[src/common/scene_pkg.sv]
`default_nettype none

package scene_pkg;

    typedef logic [10:0] hcount_t;
    typedef logic [9:0]  vcount_t;
    typedef logic [7:0]  color_t;
    typedef logic [3:0]  digit_t;
    typedef logic [8:0]  bus_addr_t;
    typedef logic [31:0] bus_data_t;

    typedef struct packed {
        color_t r;
        color_t g;
        color_t b;
    } rgb_t;

    typedef struct packed {
        digit_t  score;
        hcount_t x;
        vcount_t y;
    } overlay_cfg_t;

    typedef enum logic {
        phase_day,
        phase_night
    } sky_phase_e;

    // Horizontal timing, in clk cycles
    localparam hcount_t h_active = 11'd1280;
    localparam hcount_t h_front  = 11'd32;
    localparam hcount_t h_sync   = 11'd192;
    localparam hcount_t h_back   = 11'd96;
    localparam hcount_t h_total  = h_active + h_front + h_sync + h_back;

    // Vertical timing, in lines
    localparam vcount_t v_active = 10'd480;
    localparam vcount_t v_front  = 10'd10;
    localparam vcount_t v_sync   = 10'd2;
    localparam vcount_t v_back   = 10'd33;
    localparam vcount_t v_total  = v_active + v_front + v_sync + v_back;

    localparam vcount_t ground_row = 10'd280;
    localparam vcount_t stripe_row = 10'd400;

    localparam rgb_t sky_day      = '{r: 8'd135, g: 8'd206, b: 8'd235};
    localparam rgb_t sky_night    = '{r: 8'd10,  g: 8'd10,  b: 8'd40};
    localparam rgb_t ground_light = '{r: 8'd139, g: 8'd69,  b: 8'd19};
    localparam rgb_t ground_dark  = '{r: 8'd100, g: 8'd40,  b: 8'd10};
    localparam rgb_t line_color   = '{r: 8'd0,   g: 8'd0,   b: 8'd0};
    localparam rgb_t digit_color  = '{r: 8'd0,   g: 8'd0,   b: 8'd0};

    localparam int digit_size  = 8;
    localparam int digit_count = 10;

    // Row 0 on top, bit 7 is the leftmost column
    localparam logic [7:0] font_rows [0:digit_count-1][0:digit_size-1] = '{
        '{8'h3C, 8'h66, 8'h6E, 8'h7E, 8'h76, 8'h66, 8'h3C, 8'h00},
        '{8'h18, 8'h38, 8'h18, 8'h18, 8'h18, 8'h18, 8'h7E, 8'h00},
        '{8'h3C, 8'h66, 8'h06, 8'h1C, 8'h30, 8'h66, 8'h7E, 8'h00},
        '{8'h3C, 8'h66, 8'h06, 8'h1C, 8'h06, 8'h66, 8'h3C, 8'h00},
        '{8'h0C, 8'h1C, 8'h2C, 8'h4C, 8'h7E, 8'h0C, 8'h0C, 8'h00},
        '{8'h7E, 8'h60, 8'h7C, 8'h06, 8'h06, 8'h66, 8'h3C, 8'h00},
        '{8'h3C, 8'h66, 8'h60, 8'h7C, 8'h66, 8'h66, 8'h3C, 8'h00},
        '{8'h7E, 8'h06, 8'h0C, 8'h18, 8'h30, 8'h30, 8'h30, 8'h00},
        '{8'h3C, 8'h66, 8'h66, 8'h3C, 8'h66, 8'h66, 8'h3C, 8'h00},
        '{8'h3C, 8'h66, 8'h66, 8'h3E, 8'h06, 8'h66, 8'h3C, 8'h00}
    };

    // Register map
    localparam bus_addr_t reg_score   = 9'd0;
    localparam bus_addr_t reg_score_x = 9'd1;
    localparam bus_addr_t reg_score_y = 9'd2;

    localparam overlay_cfg_t cfg_reset = '{score: 4'd0, x: 11'd25, y: 10'd41};

endpackage

`default_nettype wire

[src/design/vga_timing.sv]
`timescale 1ns/1ps
`default_nettype none

module vga_timing
    import scene_pkg::*;
(
    input  logic    clk,
    input  logic    reset,
    output hcount_t hcount,
    output vcount_t vcount,
    output logic    hs,
    output logic    vs,
    output logic    blank_n,
    output logic    pix_clk
);

    logic end_of_line;
    logic end_of_frame;

    assign end_of_line  = (hcount == h_total - 11'd1);
    assign end_of_frame = (vcount == v_total - 10'd1);

    always_ff @(posedge clk or posedge reset) begin
        if (reset) begin
            hcount <= '0;
            vcount <= '0;
        end else begin
            if (end_of_line) begin
                hcount <= '0;
                // Next line, or back to the top
                vcount <= end_of_frame ? '0 : vcount + 10'd1;
            end else begin
                hcount <= hcount + 11'd1;
            end
        end
    end

    // Sync pulses are active low
    assign hs = !((hcount >= h_active + h_front) &&
                  (hcount <  h_active + h_front + h_sync));
    assign vs = !((vcount >= v_active + v_front) &&
                  (vcount <  v_active + v_front + v_sync));

    assign blank_n = (hcount < h_active) && (vcount < v_active);
    assign pix_clk = hcount[0];

    hcount_in_range: assert property (
        @(posedge clk) disable iff (reset) hcount < h_total
    ) else $error("hcount reached h_total");

endmodule

`default_nettype wire

[src/scene/scene_regs.sv]
`timescale 1ns/1ps
`default_nettype none

module scene_regs
    import scene_pkg::*;
(
    input  logic         clk,
    input  logic         reset,
    input  logic         chipselect,
    input  logic         write,
    input  bus_addr_t    address,
    input  bus_data_t    writedata,
    output overlay_cfg_t cfg
);

    logic wr_en;

    assign wr_en = chipselect && write;

    always_ff @(posedge clk or posedge reset) begin
        if (reset) begin
            cfg <= cfg_reset;
        end else if (wr_en) begin
            case (address)
                reg_score: begin
                    cfg.score <= writedata[3:0];
                end
                reg_score_x: begin
                    cfg.x <= writedata[10:0];
                end
                reg_score_y: begin
                    cfg.y <= writedata[9:0];
                end
                default: begin
                    // Unmapped address, write dropped
                end
            endcase
        end
    end

    unmapped_write: assert property (
        @(posedge clk) disable iff (reset) wr_en |-> (address <= reg_score_y)
    ) else $warning("write to unmapped address %0d", address);

endmodule

`default_nettype wire

[src/scene/day_night_clock.sv]
`timescale 1ns/1ps
`default_nettype none

module day_night_clock
    import scene_pkg::*;
#(
    parameter int unsigned day_length = 50_000_000
) (
    input  logic clk,
    input  logic reset,
    output rgb_t sky
);

    localparam int timer_w = $clog2(2 * day_length);

    typedef logic [timer_w-1:0] timer_t;

    localparam timer_t day_end    = timer_t'(day_length - 1);
    localparam timer_t period_end = timer_t'(2 * day_length - 1);

    timer_t     timer;
    sky_phase_e phase;

    // Phase flips together with the timer crossing day_length
    always_ff @(posedge clk or posedge reset) begin
        if (reset) begin
            timer <= '0;
            phase <= phase_day;
        end else begin
            if (timer == period_end) begin
                timer <= '0;
                phase <= phase_day;
            end else begin
                timer <= timer + 1'b1;
                if (timer == day_end)
                    phase <= phase_night;
            end
        end
    end

    assign sky = (phase == phase_night) ? sky_night : sky_day;

    timer_in_period: assert property (
        @(posedge clk) disable iff (reset) timer <= period_end
    ) else $error("day/night timer left its period");

endmodule

`default_nettype wire

[src/scene/score_overlay.sv]
`timescale 1ns/1ps
`default_nettype none

module score_overlay
    import scene_pkg::*;
(
    input  hcount_t      hcount,
    input  vcount_t      vcount,
    input  overlay_cfg_t cfg,
    output logic         digit_hit
);

    hcount_t    dx;
    vcount_t    dy;
    logic       in_box;
    logic       valid_digit;
    logic [7:0] row_bits;
    logic [2:0] row;
    logic [2:0] col;

    // Offsets into the glyph box
    assign dx = hcount - cfg.x;
    assign dy = vcount - cfg.y;

    // Explicit lower bounds, the subtraction may wrap
    assign in_box = (hcount >= cfg.x) && (dx < digit_size) &&
                    (vcount >= cfg.y) && (dy < digit_size);

    assign valid_digit = (cfg.score < digit_count);

    assign row = dy[2:0];
    assign col = dx[2:0];

    always_comb begin
        row_bits = 8'h00;
        if (valid_digit)
            row_bits = font_rows[cfg.score][row];
    end

    // Leftmost column sits in bit 7
    assign digit_hit = in_box && row_bits[3'd7 - col];

endmodule

`default_nettype wire

[src/scene/pixel_mixer.sv]
`timescale 1ns/1ps
`default_nettype none

module pixel_mixer
    import scene_pkg::*;
(
    input  logic    clk,
    input  logic    reset,
    input  hcount_t hcount,
    input  vcount_t vcount,
    input  logic    blank_n,
    input  rgb_t    sky,
    input  logic    digit_hit,
    output rgb_t    pixel
);

    rgb_t background;
    rgb_t mixed;

    // Background bands by row
    always_comb begin
        if (vcount == ground_row)
            background = line_color;
        else if (vcount < ground_row)
            background = sky;
        else if (vcount < stripe_row)
            background = ground_light;
        else
            background = ground_dark;
    end

    assign mixed = digit_hit ? digit_color : background;

    always_ff @(posedge clk or posedge reset) begin
        if (reset)
            pixel <= '0;
        else if (blank_n)
            pixel <= mixed;
        else
            pixel <= '0;
    end

endmodule

`default_nettype wire

[src/design/scene_top.sv]
`timescale 1ns/1ps
`default_nettype none

module scene_top
    import scene_pkg::*;
#(
    parameter int unsigned day_length = 50_000_000
) (
    input  logic      clk,
    input  logic      reset,
    input  logic      chipselect,
    input  logic      write,
    input  bus_addr_t address,
    input  bus_data_t writedata,
    output color_t    vga_r,
    output color_t    vga_g,
    output color_t    vga_b,
    output logic      vga_hs,
    output logic      vga_vs,
    output logic      vga_blank_n,
    output logic      vga_sync_n,
    output logic      vga_clk
);

    hcount_t      hcount;
    vcount_t      vcount;
    logic         blank_n;
    overlay_cfg_t overlay_cfg;
    rgb_t         sky;
    logic         digit_hit;
    rgb_t         pixel;

    vga_timing timing0 (
        .clk     (clk),
        .reset   (reset),
        .hcount  (hcount),
        .vcount  (vcount),
        .hs      (vga_hs),
        .vs      (vga_vs),
        .blank_n (blank_n),
        .pix_clk (vga_clk)
    );

    scene_regs regs0 (
        .clk        (clk),
        .reset      (reset),
        .chipselect (chipselect),
        .write      (write),
        .address    (address),
        .writedata  (writedata),
        .cfg        (overlay_cfg)
    );

    day_night_clock #(
        .day_length (day_length)
    ) sky_clock0 (
        .clk   (clk),
        .reset (reset),
        .sky   (sky)
    );

    score_overlay overlay0 (
        .hcount    (hcount),
        .vcount    (vcount),
        .cfg       (overlay_cfg),
        .digit_hit (digit_hit)
    );

    pixel_mixer mixer0 (
        .clk       (clk),
        .reset     (reset),
        .hcount    (hcount),
        .vcount    (vcount),
        .blank_n   (blank_n),
        .sky       (sky),
        .digit_hit (digit_hit),
        .pixel     (pixel)
    );

    assign vga_blank_n = blank_n;
    assign vga_sync_n  = 1'b0;

    assign vga_r = pixel.r;
    assign vga_g = pixel.g;
    assign vga_b = pixel.b;

endmodule

`default_nettype wire

[config.mk]
export PLATFORM = sky130hd
export DESIGN_NAME = scene_top
export DESIGN_NICKNAME = d
export VERILOG_FILES = /design/src/common/scene_pkg.sv /design/src/design/vga_timing.sv /design/src/scene/scene_regs.sv /design/src/scene/day_night_clock.sv /design/src/scene/score_overlay.sv /design/src/scene/pixel_mixer.sv /design/src/design/scene_top.sv
export SDC_FILE = /design/constraint.sdc
export NUM_CORES = 1
export LEC_CHECK = 0
export ABC_CLOCK_PERIOD_IN_PS = 3700
export BUFFER_PORTS_ARGS = -buffer_cell sky130_fd_sc_hd__buf_2
export CELL_PAD_IN_SITES_DETAIL_PLACEMENT = 0
export CELL_PAD_IN_SITES_GLOBAL_PLACEMENT = 1
export CORE_MARGIN = 10
export CORE_UTILIZATION = 40
export CTS_CLUSTER_DIAMETER = 200
export CTS_CLUSTER_SIZE = 8
export DETAILED_ROUTE_END_ITERATION = 8
export PLACE_DENSITY = 0.7
export REMOVE_ABC_BUFFERS = 1
export SLEW_MARGIN = 20
export SYNTH_ARGS = -nofsm -noshare
export SYNTH_HDL_FRONTEND = slang
export SYNTH_HIERARCHICAL = 1
export SYNTH_SLANG_ARGS = --single-unit
[constraint.sdc]
create_clock -name clk -period 3.7 [get_ports clk]
set_input_delay 0.37 -clock clk [delete_from_list [all_inputs] [get_ports clk]]
set_output_delay 0.37 -clock clk [all_outputs]
set_load 0.01 [all_outputs]
==> reports/metrics.yaml, run 1 <==
power_and_ir_drop:
  leakagePower_uw: 0.00332
  ir_worst_vdd_mv: 0.245
  power_uw: 2260
  powerDensity_nw_per_um2: 297
clock_network:
  clock_latency_ns: 0.35
  htree_levels: 3
  tritoncts_num_sinks: 98
  clockRootBuffer: "clkbuf_16"
  numCtsBuffers: 9
  clk_pin_slew_worst_paths_ns: 0.07
  clk_path_buf_depth: 2
  tritoncts: "yes"
worst_setup_path:
  rr_startpoint: "regs0/cfg[0]"
  crit_path_end_kind: "register"
  r2r_cells: 13
  reg2reg_slack_ns: 0.27
  critical_path.startpoint_type: "register"
  cp_data_required_time_ns: 3.90
  path_class: "register to register"
  r2r_end: "mixer0/pixel[13]"
  critPathArrivalTime_ns: 3.63
  worst-path-max-fanout: 14
synth:
  synthArstFlopShare: 1.00
  ys_seq_area_frac: 0.354
  ys_seq_elements: 98
  synth_edf_count: 0
  mappedNetlistArea_sq_um: 6940
  synthFlopType: "dfrtp_1"
  yosys_warnings: 6
  synth.distinct_cells: 98
  syn-instance-count: 732
  syn_avg_cell_area_sq_um: 9.48
routing:
  drc: 0
  viasPerCell: 5.52
  wl_per_cell_um: 16.7
  wl_um: 16600
  first_pass_iters: 5
  first_iter_violations: 427
  vias: 5496
  drtAntennaViolNets: 0
timing:
  final-max-slew-violation-count: 0
  tns_ns: 0
  rsz0062_at_grt: "no"
  fmax_ghz: 0.292
  worstMarginPinSlew_ns: 0.946
  hold_ws_ns: 0.138
  min_period_ns: 3.43
  final-setup-viol-count: 0
  finClkSkew_ns: 0.0101
  slew_headroom: 0.366
  period_share: 0.927
  final-hold-violation-count: 0
floorplan:
  io_pins: 74
  start_util: 0.404
  dieArea_sq_um: 23000
  die_w_um: 152
  core_area_sq_um: 17200
  rows: 48
  die_height_um: 152
global_route:
  track_usage: 0.147
  grt_pass1_wl_um: 27700
  grt_max_degree: 29
  grt_pass1_vias: 5371
  gr-total-overflow: 0
  antenna_found_initial: 1
run:
  max_cap_violations: 0
placement:
  gp_congestion: 0.915
  port_buffers: 51
  place_area_sq_um: 7240
  place_hpwl_um: 12500
layout:
  nNetsFinal: 844
  syn_to_final_growth_pct: 9.35
  drive_gt1_frac: 0.214
  design_area_sq_um: 7590
run_status:
  status: "finished clean"
min_path:
  hp-class: "input port to asynchronous set/reset pin"
-- layout by cell type, fill, tap and decap left out, drive strengths merged, types with 4 or more instances in the layout --
cell type	count
dfrtp	92
buf	66
inv	59
o21ai	44
nor2	43
a21oi	42
nand2	38
ha	32
nand3	27
mux2	25
nand4	22
xor2	15
xnor2	15
and3	15
conb	14
and2b	14
nor2b	12
nor3	12
a31oi	10
clkbuf	10
and4	9
mux2i	8
nand2b	8
or3	7
nor4	7
o22ai	6
o21a	6
dfstp	6
a211oi	6
a2111oi	6
o211ai	5
or4	5
nor3b	4
a21o	4
and2	4
nor4b	4
-- Yosys cell counts (4+ instances only) --
library cell,count,share of area
and2b_2,10,0.013
clkbuf_1,5,0.0027
nand4_1,19,0.017
buf_6,7,0.011
nor3b_1,4,0.0043
o21ai_0,43,0.031
and3_1,13,0.012
a21oi_1,41,0.030
nor4_1,4,0.0036
buf_4,30,0.032
nand2b_1,8,0.0072
inv_1,59,0.032
ha_1,32,0.058
a2111oi_0,4,0.0050
dfrtp_1,92,0.33
a21o_1,4,0.0043
a31oi_1,10,0.0090
and2b_1,4,0.0043
or4_1,4,0.0043
o211ai_1,5,0.0054
dfstp_2,6,0.023
xor2_1,14,0.018
nand2_1,37,0.020
buf_2,9,0.0065
or3_1,7,0.0063
nor2b_1,12,0.011
mux2i_1,8,0.012
a211oi_1,6,0.0065
mux2_2,23,0.037
nor3_1,11,0.0079
and4_1,7,0.0088
xnor2_1,14,0.018
o21a_1,6,0.0065
nand3_1,26,0.019
nor2_1,41,0.022
o22ai_1,6,0.0054
-- worst max-delay path by stage --
| stage | to | from | depth (start not counted) | slack [ns] |
|---|---|---|---|---|
| floorplan | mixer0/pixel[21] | regs0/cfg[0] | 11 | 0.54 |
| global placement | mixer0/pixel[11] | regs0/cfg[0] | 13 | 0.23 |
| detailed placement | mixer0/pixel[19] | regs0/cfg[0] | 13 | 0.18 |
| CTS | mixer0/pixel[10] | regs0/cfg[0] | 13 | 0.15 |
| global route | mixer0/pixel[4] | regs0/cfg[0] | 13 | 0.08 |
| finish | mixer0/pixel[13] | regs0/cfg[0] | 13 | 0.27 |
-- final cells by class --
class                   instances  area (sq um)
multi-input cells             531          3940
inverters                      59           221
clock buffers                  10           229
fillers                      1711          9590
flip-flops and latches         98          2460
diodes                          1          2.50
repair buffers                 66           368
clock inverters                 6          90.1
well taps                     225           282
-- power by group --
part	total (uW)	internal [uW]	leakage (uW)	switching, uW
Combinational	153	62.7	0.00193	90.5
Clock	1010	595	0.000153	418
Sequential	1090	1080	0.00124	5.68
Total	2260	1740	0.00332	514
-- timing repair --
item                                    CTS  global route
endpoints found under the setup margin    0            21
gates resized for setup                   0             4
hold buffers                              0             0
setup buffers                             0             0
-- cells by family after synthesis --
logic type               after synthesis  share of synthesized area
AO/OA/AOI/OAI                        176                      0.178
XOR/XNOR                              30                     0.0400
adder cells (fa/ha/maj)               34                     0.0634
buffers and inverters                114                     0.0885
flip-flops                            98                      0.354
multiplexers                          33                     0.0532
other                                  3                    0.00162
AND/OR/NAND/NOR                      244                      0.221
-- metrics by stage --
step,utilization,setup WS [ns],cells
global route,0.442,0.0788,995
floorplan,-,0.544,688
detailed placement,0.421,0.184,979
finish,0.442,0.272,996
CTS,0.440,0.152,995
global placement,0.421,0.235,979
-- sequential cells by signal, indices dropped and copies added (netlist names) --
signal / count
mixer0/pixel: 24
sky_clock0/timer: 27
regs0/cfg: 25
sky_clock0/phase: 1
timing0/vcount: 10
timing0/hcount: 11
-- worst max-delay path, stage by stage, from the launching register on --
cell	delay [ns]
dfstp_2	0.53
ha_1	0.16
inv_1	0.05
fa_2	0.64
buf_4	0.21
nand3_1	0.09
o21a_1	0.12
o22ai_1	0.21
a22oi_1	0.13
a311oi_1	0.28
and4_1	0.28
and2b_2	0.32
o31ai_4	0.17
a21oi_1	0.09
-- routing by layer --
layer	routed length [um]	track usage	share of wire	vias up
li1	-	-	-	2679
met2	7290	0.219	0.44	119
met5	0	0	0	-
met3	869	0.0362	0.052	12
met1	8250	0.207	0.50	2686
met4	225	0.0362	0.014	0
(Power assumes the default switching activity.)
==> run 2, diff against run 1 <==
--- a/config.mk
+++ b/config.mk
@@ -5,7 +5,7 @@
 export SDC_FILE = /design/constraint.sdc
 export NUM_CORES = 1
 export LEC_CHECK = 0
-export ABC_CLOCK_PERIOD_IN_PS = 3700
+export ABC_CLOCK_PERIOD_IN_PS = 3200
 export BUFFER_PORTS_ARGS = -buffer_cell sky130_fd_sc_hd__buf_2
 export CELL_PAD_IN_SITES_DETAIL_PLACEMENT = 0
 export CELL_PAD_IN_SITES_GLOBAL_PLACEMENT = 1
==> constraint.sdc (replaced) <==
create_clock -name clk -period 3.2 [get_ports clk]
set_input_delay 0.32 -clock clk [delete_from_list [all_inputs] [get_ports clk]]
set_output_delay 0.32 -clock clk [all_outputs]
set_load 0.01 [all_outputs]
==> reports/metrics.yaml, run 2 (synthesis results as in run 1) <==
run_status:
  status: "finished with violations"
  failed_checks: "setup timing"
clock_network:
  numCtsBuffers: 9
  clockRootBuffer: "clkbuf_16"
  tritoncts: "yes"
  htree_levels: 3
  tritoncts_num_sinks: 98
  clk_path_buf_depth: 2
  clock_latency_ns: 0.35
  clk_pin_slew_worst_paths_ns: 0.07
timing:
  slew_headroom: 0.357
  finClkSkew_ns: 0.00997
  period_share: 1.00
  setup_slack_ns: -0.0150
  rsz0062_at_grt: "yes"
  hold_ws_ns: 0.0960
  final-setup-viol-count: 2
  final-max-slew-violation-count: 0
  final-hold-violation-count: 0
  fmax_ghz: 0.311
  min_period_ns: 3.22
  worstMarginPinSlew_ns: 0.958
worst_setup_path:
  critical_path.startpoint_type: "register"
  crit_path_end_kind: "register"
  path_class: "register to register"
  crit_start: "regs0/cfg[0]"
  r2r_end: "mixer0/pixel[22]"
  cpLargestDelayFamily: "compound AO/OA/AOI/OAI gates"
  critPathArrivalTime_ns: 3.50
  crit_chain: "ha_4 > inv_2 > fa_2 > xnor2_4 > buf_6 > o41ai_1 > a21oi_1 > nand2_1 > a311oi_2 > and4_4 > and2b_4 > o31a_2 > o311a_1"
  r2r_cells: 13
  path_depth: 13
  slowest_delay_ns: 0.55
  crit_buf_inv: 2
  cp_data_required_time_ns: 3.48
  worst-path-max-fanout: 6
  cp_slowest_cell: "dfstp_2"
  reg2reg_slack_ns: -0.02
  rr_startpoint: "regs0/cfg[0]"
floorplan:
  dieArea_sq_um: 23000
  die_height_um: 152
  start_util: 0.404
  rows: 48
  io_pins: 74
  die_w_um: 152
  core_area_sq_um: 17200
layout:
  top_register: "sky_clock0/timer"
  diodes: 0
  drive_gt1_frac: 0.269
  final_cell_mix: "dfrtp_1, inv_1, buf_2"
  final_common_cell: "dfrtp_1"
  largest_reg_flops: 27
  syn_to_final_growth_pct: 14.3
  final_core_util: 0.462
  nNetsFinal: 876
  top_regs: "sky_clock0/timer x27, regs0/cfg x25, mixer0/pixel x24"
global_route:
  grt_pass1_vias: 5557
  track_usage: 0.155
  antenna_found_initial: 0
  grt_pass1_wl_um: 28800
  grt_max_degree: 29
  gr-total-overflow: 0
routing:
  vias: 5652
  wl_per_cell_um: 17.2
  viasPerCell: 5.50
  drtAntennaViolNets: 0
  drc: 0
  first_iter_violations: 440
  first_pass_iters: 5
  wl_um: 17600
min_path:
  hp-class: "input port to asynchronous set/reset pin"
placement:
  port_buffers: 51
  gp_congestion: 0.851
  place_hpwl_um: 13200
run:
  max_cap_violations: 0
power_and_ir_drop:
  ir_worst_vdd_mv: 0.327
  leakagePower_uw: 0.00349
  powerDensity_nw_per_um2: 325
==> run 2: cell count changes in the layout (fill, tap and decap cells not counted), moves of 2 or more <==
| cell | change |
|---|---|
| a21oi_1 | -7 |
| and3_4 | +2 |
| a2111oi_1 | +2 |
| a2111oi_0 | -2 |
| a21oi_2 | +7 |
| and3_1 | -2 |
| buf_4 | +28 |
| buf_6 | +2 |
| o21ai_0 | -2 |
==> run 2: how the worst max path moves through the flow <==
stage                             to  slack [ns]
finish              mixer0/pixel[22]       -0.02
global route        mixer0/pixel[14]       -0.10
CTS                 mixer0/pixel[22]      -0.001
detailed placement  mixer0/pixel[17]       -0.26
global placement    mixer0/pixel[11]       -0.21
floorplan           mixer0/pixel[21]        0.04
==> run 2: per-stage QoR <==
stage,worst slack [ns],instances,setup TNS (ns),instance area (sq um),power [uW]
after floorplan,0.0444,688,0,6590,1390
after global placement,-0.205,1007,-3.78,7450,1460
after detailed placement,-0.265,1007,-4.52,7450,1470
after CTS,-0.00144,1025,-0.00144,7860,2600
after global routing,-0.101,1027,-1.32,7930,2680
final,-0.0150,1027,-0.0173,7930,2580
==> run 2: per-layer routing <==
metal	share of wire	GRT usage	vias to the layer above	routed length, um
met5	0	0	-	0
met3	0.042	0.0279	12	747
met2	0.46	0.242	119	8170
li1	-	-	2762	-
met1	0.48	0.215	2759	8540
met4	0.010	0.0410	0	184
==> run 2: worst reg2reg max path: stages, from the launching register on <==
cell      delay, ns
dfstp_2        0.55
ha_4           0.13
inv_2          0.03
fa_2           0.44
xnor2_4        0.22
buf_6          0.15
o41ai_1        0.44
a21oi_1        0.12
nand2_1        0.10
a311oi_2       0.09
and4_4         0.24
and2b_4        0.32
o31a_2         0.17
o311a_1        0.16
==> run 2: timing repair <==
action,in CTS,in global routing
cloned,2,0
endpoints found under the setup margin,21,21
endpoints found under the hold margin,0,0
setup buffers,0,2
gates resized for setup,17,16
pin swaps,4,5
hold buffers,0,0
==> run 2: layout make-up <==
class,instances,area [sq um]
clock buffers,10,239
clock inverters,6,76.3
fillers,1675,9250
inverters,59,221
multi-input cells,533,4050
flip-flops and latches,98,2460
well taps,225,282
repair buffers,96,601
==> run 2: power by group <==
| group | internal, uW | leakage [uW] | switching [uW] |
|---|---|---|---|
| Combinational | 82.5 | 0.00211 | 111 |
| Sequential | 1250 | 0.00124 | 6.14 |
| Clock | 637 | 0.000152 | 487 |
| Total | 1970 | 0.00349 | 604 |
==> run 3, diff against run 2 <==
--- a/config.mk
+++ b/config.mk
@@ -16,6 +16,7 @@
 export DETAILED_ROUTE_END_ITERATION = 8
 export PLACE_DENSITY = 0.7
 export REMOVE_ABC_BUFFERS = 1
+export SKIP_LAST_GASP = 1
 export SLEW_MARGIN = 20
 export SYNTH_ARGS = -nofsm -noshare
 export SYNTH_HDL_FRONTEND = slang
==> reports/metrics.yaml, run 3 (synthesis results as in run 1) <==
global_route:
  gr-total-overflow: 0
  track_usage: 0.155
  grt_pass1_vias: 5557
  grt_max_degree: 29
  grt_pass1_wl_um: 28800
  antenna_found_initial: 0
clock_network:
  clock_latency_ns: 0.35
  htree_levels: 3
  tritoncts: "yes"
  tritoncts_num_sinks: 98
  clk_path_buf_depth: 2
  clockRootBuffer: "clkbuf_16"
  clk_pin_slew_worst_paths_ns: 0.07
  numCtsBuffers: 9
placement:
  place_hpwl_um: 13200
  port_buffers: 51
  gp_congestion: 0.851
layout:
  final_cell_mix: "dfrtp_1, inv_1, buf_2"
  final_core_util: 0.462
  nNetsFinal: 876
  top_register: "sky_clock0/timer"
  top_regs: "sky_clock0/timer x27, regs0/cfg x25, mixer0/pixel x24"
  final_common_cell: "dfrtp_1"
  syn_to_final_growth_pct: 14.2
  diodes: 0
  drive_gt1_frac: 0.268
  largest_reg_flops: 27
min_path:
  hp-class: "input port to asynchronous set/reset pin"
worst_setup_path:
  critPathArrivalTime_ns: 3.50
  slowest_delay_ns: 0.55
  rr_startpoint: "regs0/cfg[0]"
  critical_path.endpoint: "mixer0/pixel[22]"
  r2r_end: "mixer0/pixel[22]"
  reg2reg_slack_ns: -0.02
  cp_slowest_cell: "dfstp_2"
  path_depth: 13
  path_class: "register to register"
  crit_buf_inv: 2
  cpLargestDelayFamily: "compound AO/OA/AOI/OAI gates"
  worst-path-max-fanout: 6
  r2r_cells: 13
  crit_start: "regs0/cfg[0]"
  cp_data_required_time_ns: 3.48
  critical_path.startpoint_type: "register"
  crit_path_end_kind: "register"
  crit_chain: "ha_4 > inv_2 > fa_2 > xnor2_4 > buf_6 > o41ai_1 > a21oi_1 > nand2_1 > a311oi_2 > and4_4 > and2b_4 > o31a_2 > o311a_1"
floorplan:
  core_area_sq_um: 17200
  io_pins: 74
  rows: 48
  die_height_um: 152
  die_w_um: 152
  start_util: 0.404
  dieArea_sq_um: 23000
routing:
  drtAntennaViolNets: 0
  wl_per_cell_um: 17.2
  viasPerCell: 5.51
  first_iter_violations: 430
  first_pass_iters: 5
  wl_um: 17600
  drc: 0
  vias: 5656
timing:
  period_share: 1.01
  final-setup-viol-count: 2
  fmax_ghz: 0.311
  rsz0062_at_grt: "yes"
  finClkSkew_ns: 0.00957
  final-hold-violation-count: 0
  worstMarginPinSlew_ns: 0.958
  min_period_ns: 3.22
  setup_slack_ns: -0.0167
  final-max-slew-violation-count: 0
  slew_headroom: 0.357
  hold_ws_ns: 0.0962
run:
  max_cap_violations: 0
run_status:
  status: "finished with violations"
  failed_checks: "setup timing"
power_and_ir_drop:
  powerDensity_nw_per_um2: 325
  ir_worst_vdd_mv: 0.327
  leakagePower_uw: 0.00349
==> run 3: how the worst min path moves through the flow <==
stage                   startpoint             endpoint  slack (ns)  depth (start not counted)
5_1_grt                      reset  sky_clock0/timer[0]        0.14                          2
6_report                     reset  sky_clock0/timer[0]         0.1                          2
3_5_place_dp   sky_clock0/timer[6]  sky_clock0/timer[6]        0.48                          1
2_1_floorplan                reset    timing0/hcount[0]        0.30                          1
3_3_place_gp   sky_clock0/timer[0]  sky_clock0/timer[0]        0.47                          1
4_1_cts               writedata[8]         regs0/cfg[8]        0.21                          2
==> run 3: repair_timing <==
action,in CTS,in global routing
hold buffers,0,0
gates cloned,2,0
pin swaps,4,5
setup endpoints to repair,21,21
setup buffers,0,2
gates resized for setup,17,15
==> run 3: power breakdown <==
group	switching (uW)	total, uW	internal [uW]
Sequential	6.13	1260	1250
Clock	485	1120	637
Combinational	111	193	82.5
==> run 3: final cells by class <==
class | instances | area (sq um)
clock inverter | 6 | 76.3
clock buffer | 10 | 239
inverter | 59 | 221
tap | 225 | 282
timing repair buffer | 96 | 601
multi-input combinational | 533 | 4050
sequential | 98 | 2460
fill | 1677 | 9250
==> run 3: layer usage <==
layer / up-vias / routed length [um] / GRT usage / share of wire
met5: - / 0 / 0 / 0
li1: 2762 / - / - / -
met1: 2757 / 8420 / 0.215 / 0.48
met4: 0 / 184 / 0.0410 / 0.010
met3: 12 / 840 / 0.0279 / 0.048
met2: 125 / 8170 / 0.242 / 0.46
==> run 3: stage by stage <==
step / worst slack (ns) / instances / total power [uW] / setup TNS, ns / area (sq um)
after CTS: -0.00144 / 1025 / 2600 / -0.00144 / 7860
final: -0.0167 / 1027 / 2570 / -0.0206 / 7930
after floorplan: 0.0444 / 688 / 1390 / 0 / 6590
after global placement: -0.205 / 1007 / 1460 / -3.78 / 7450
after detailed placement: -0.265 / 1007 / 1470 / -4.52 / 7450
after global routing: -0.101 / 1027 / 2680 / -1.32 / 7930
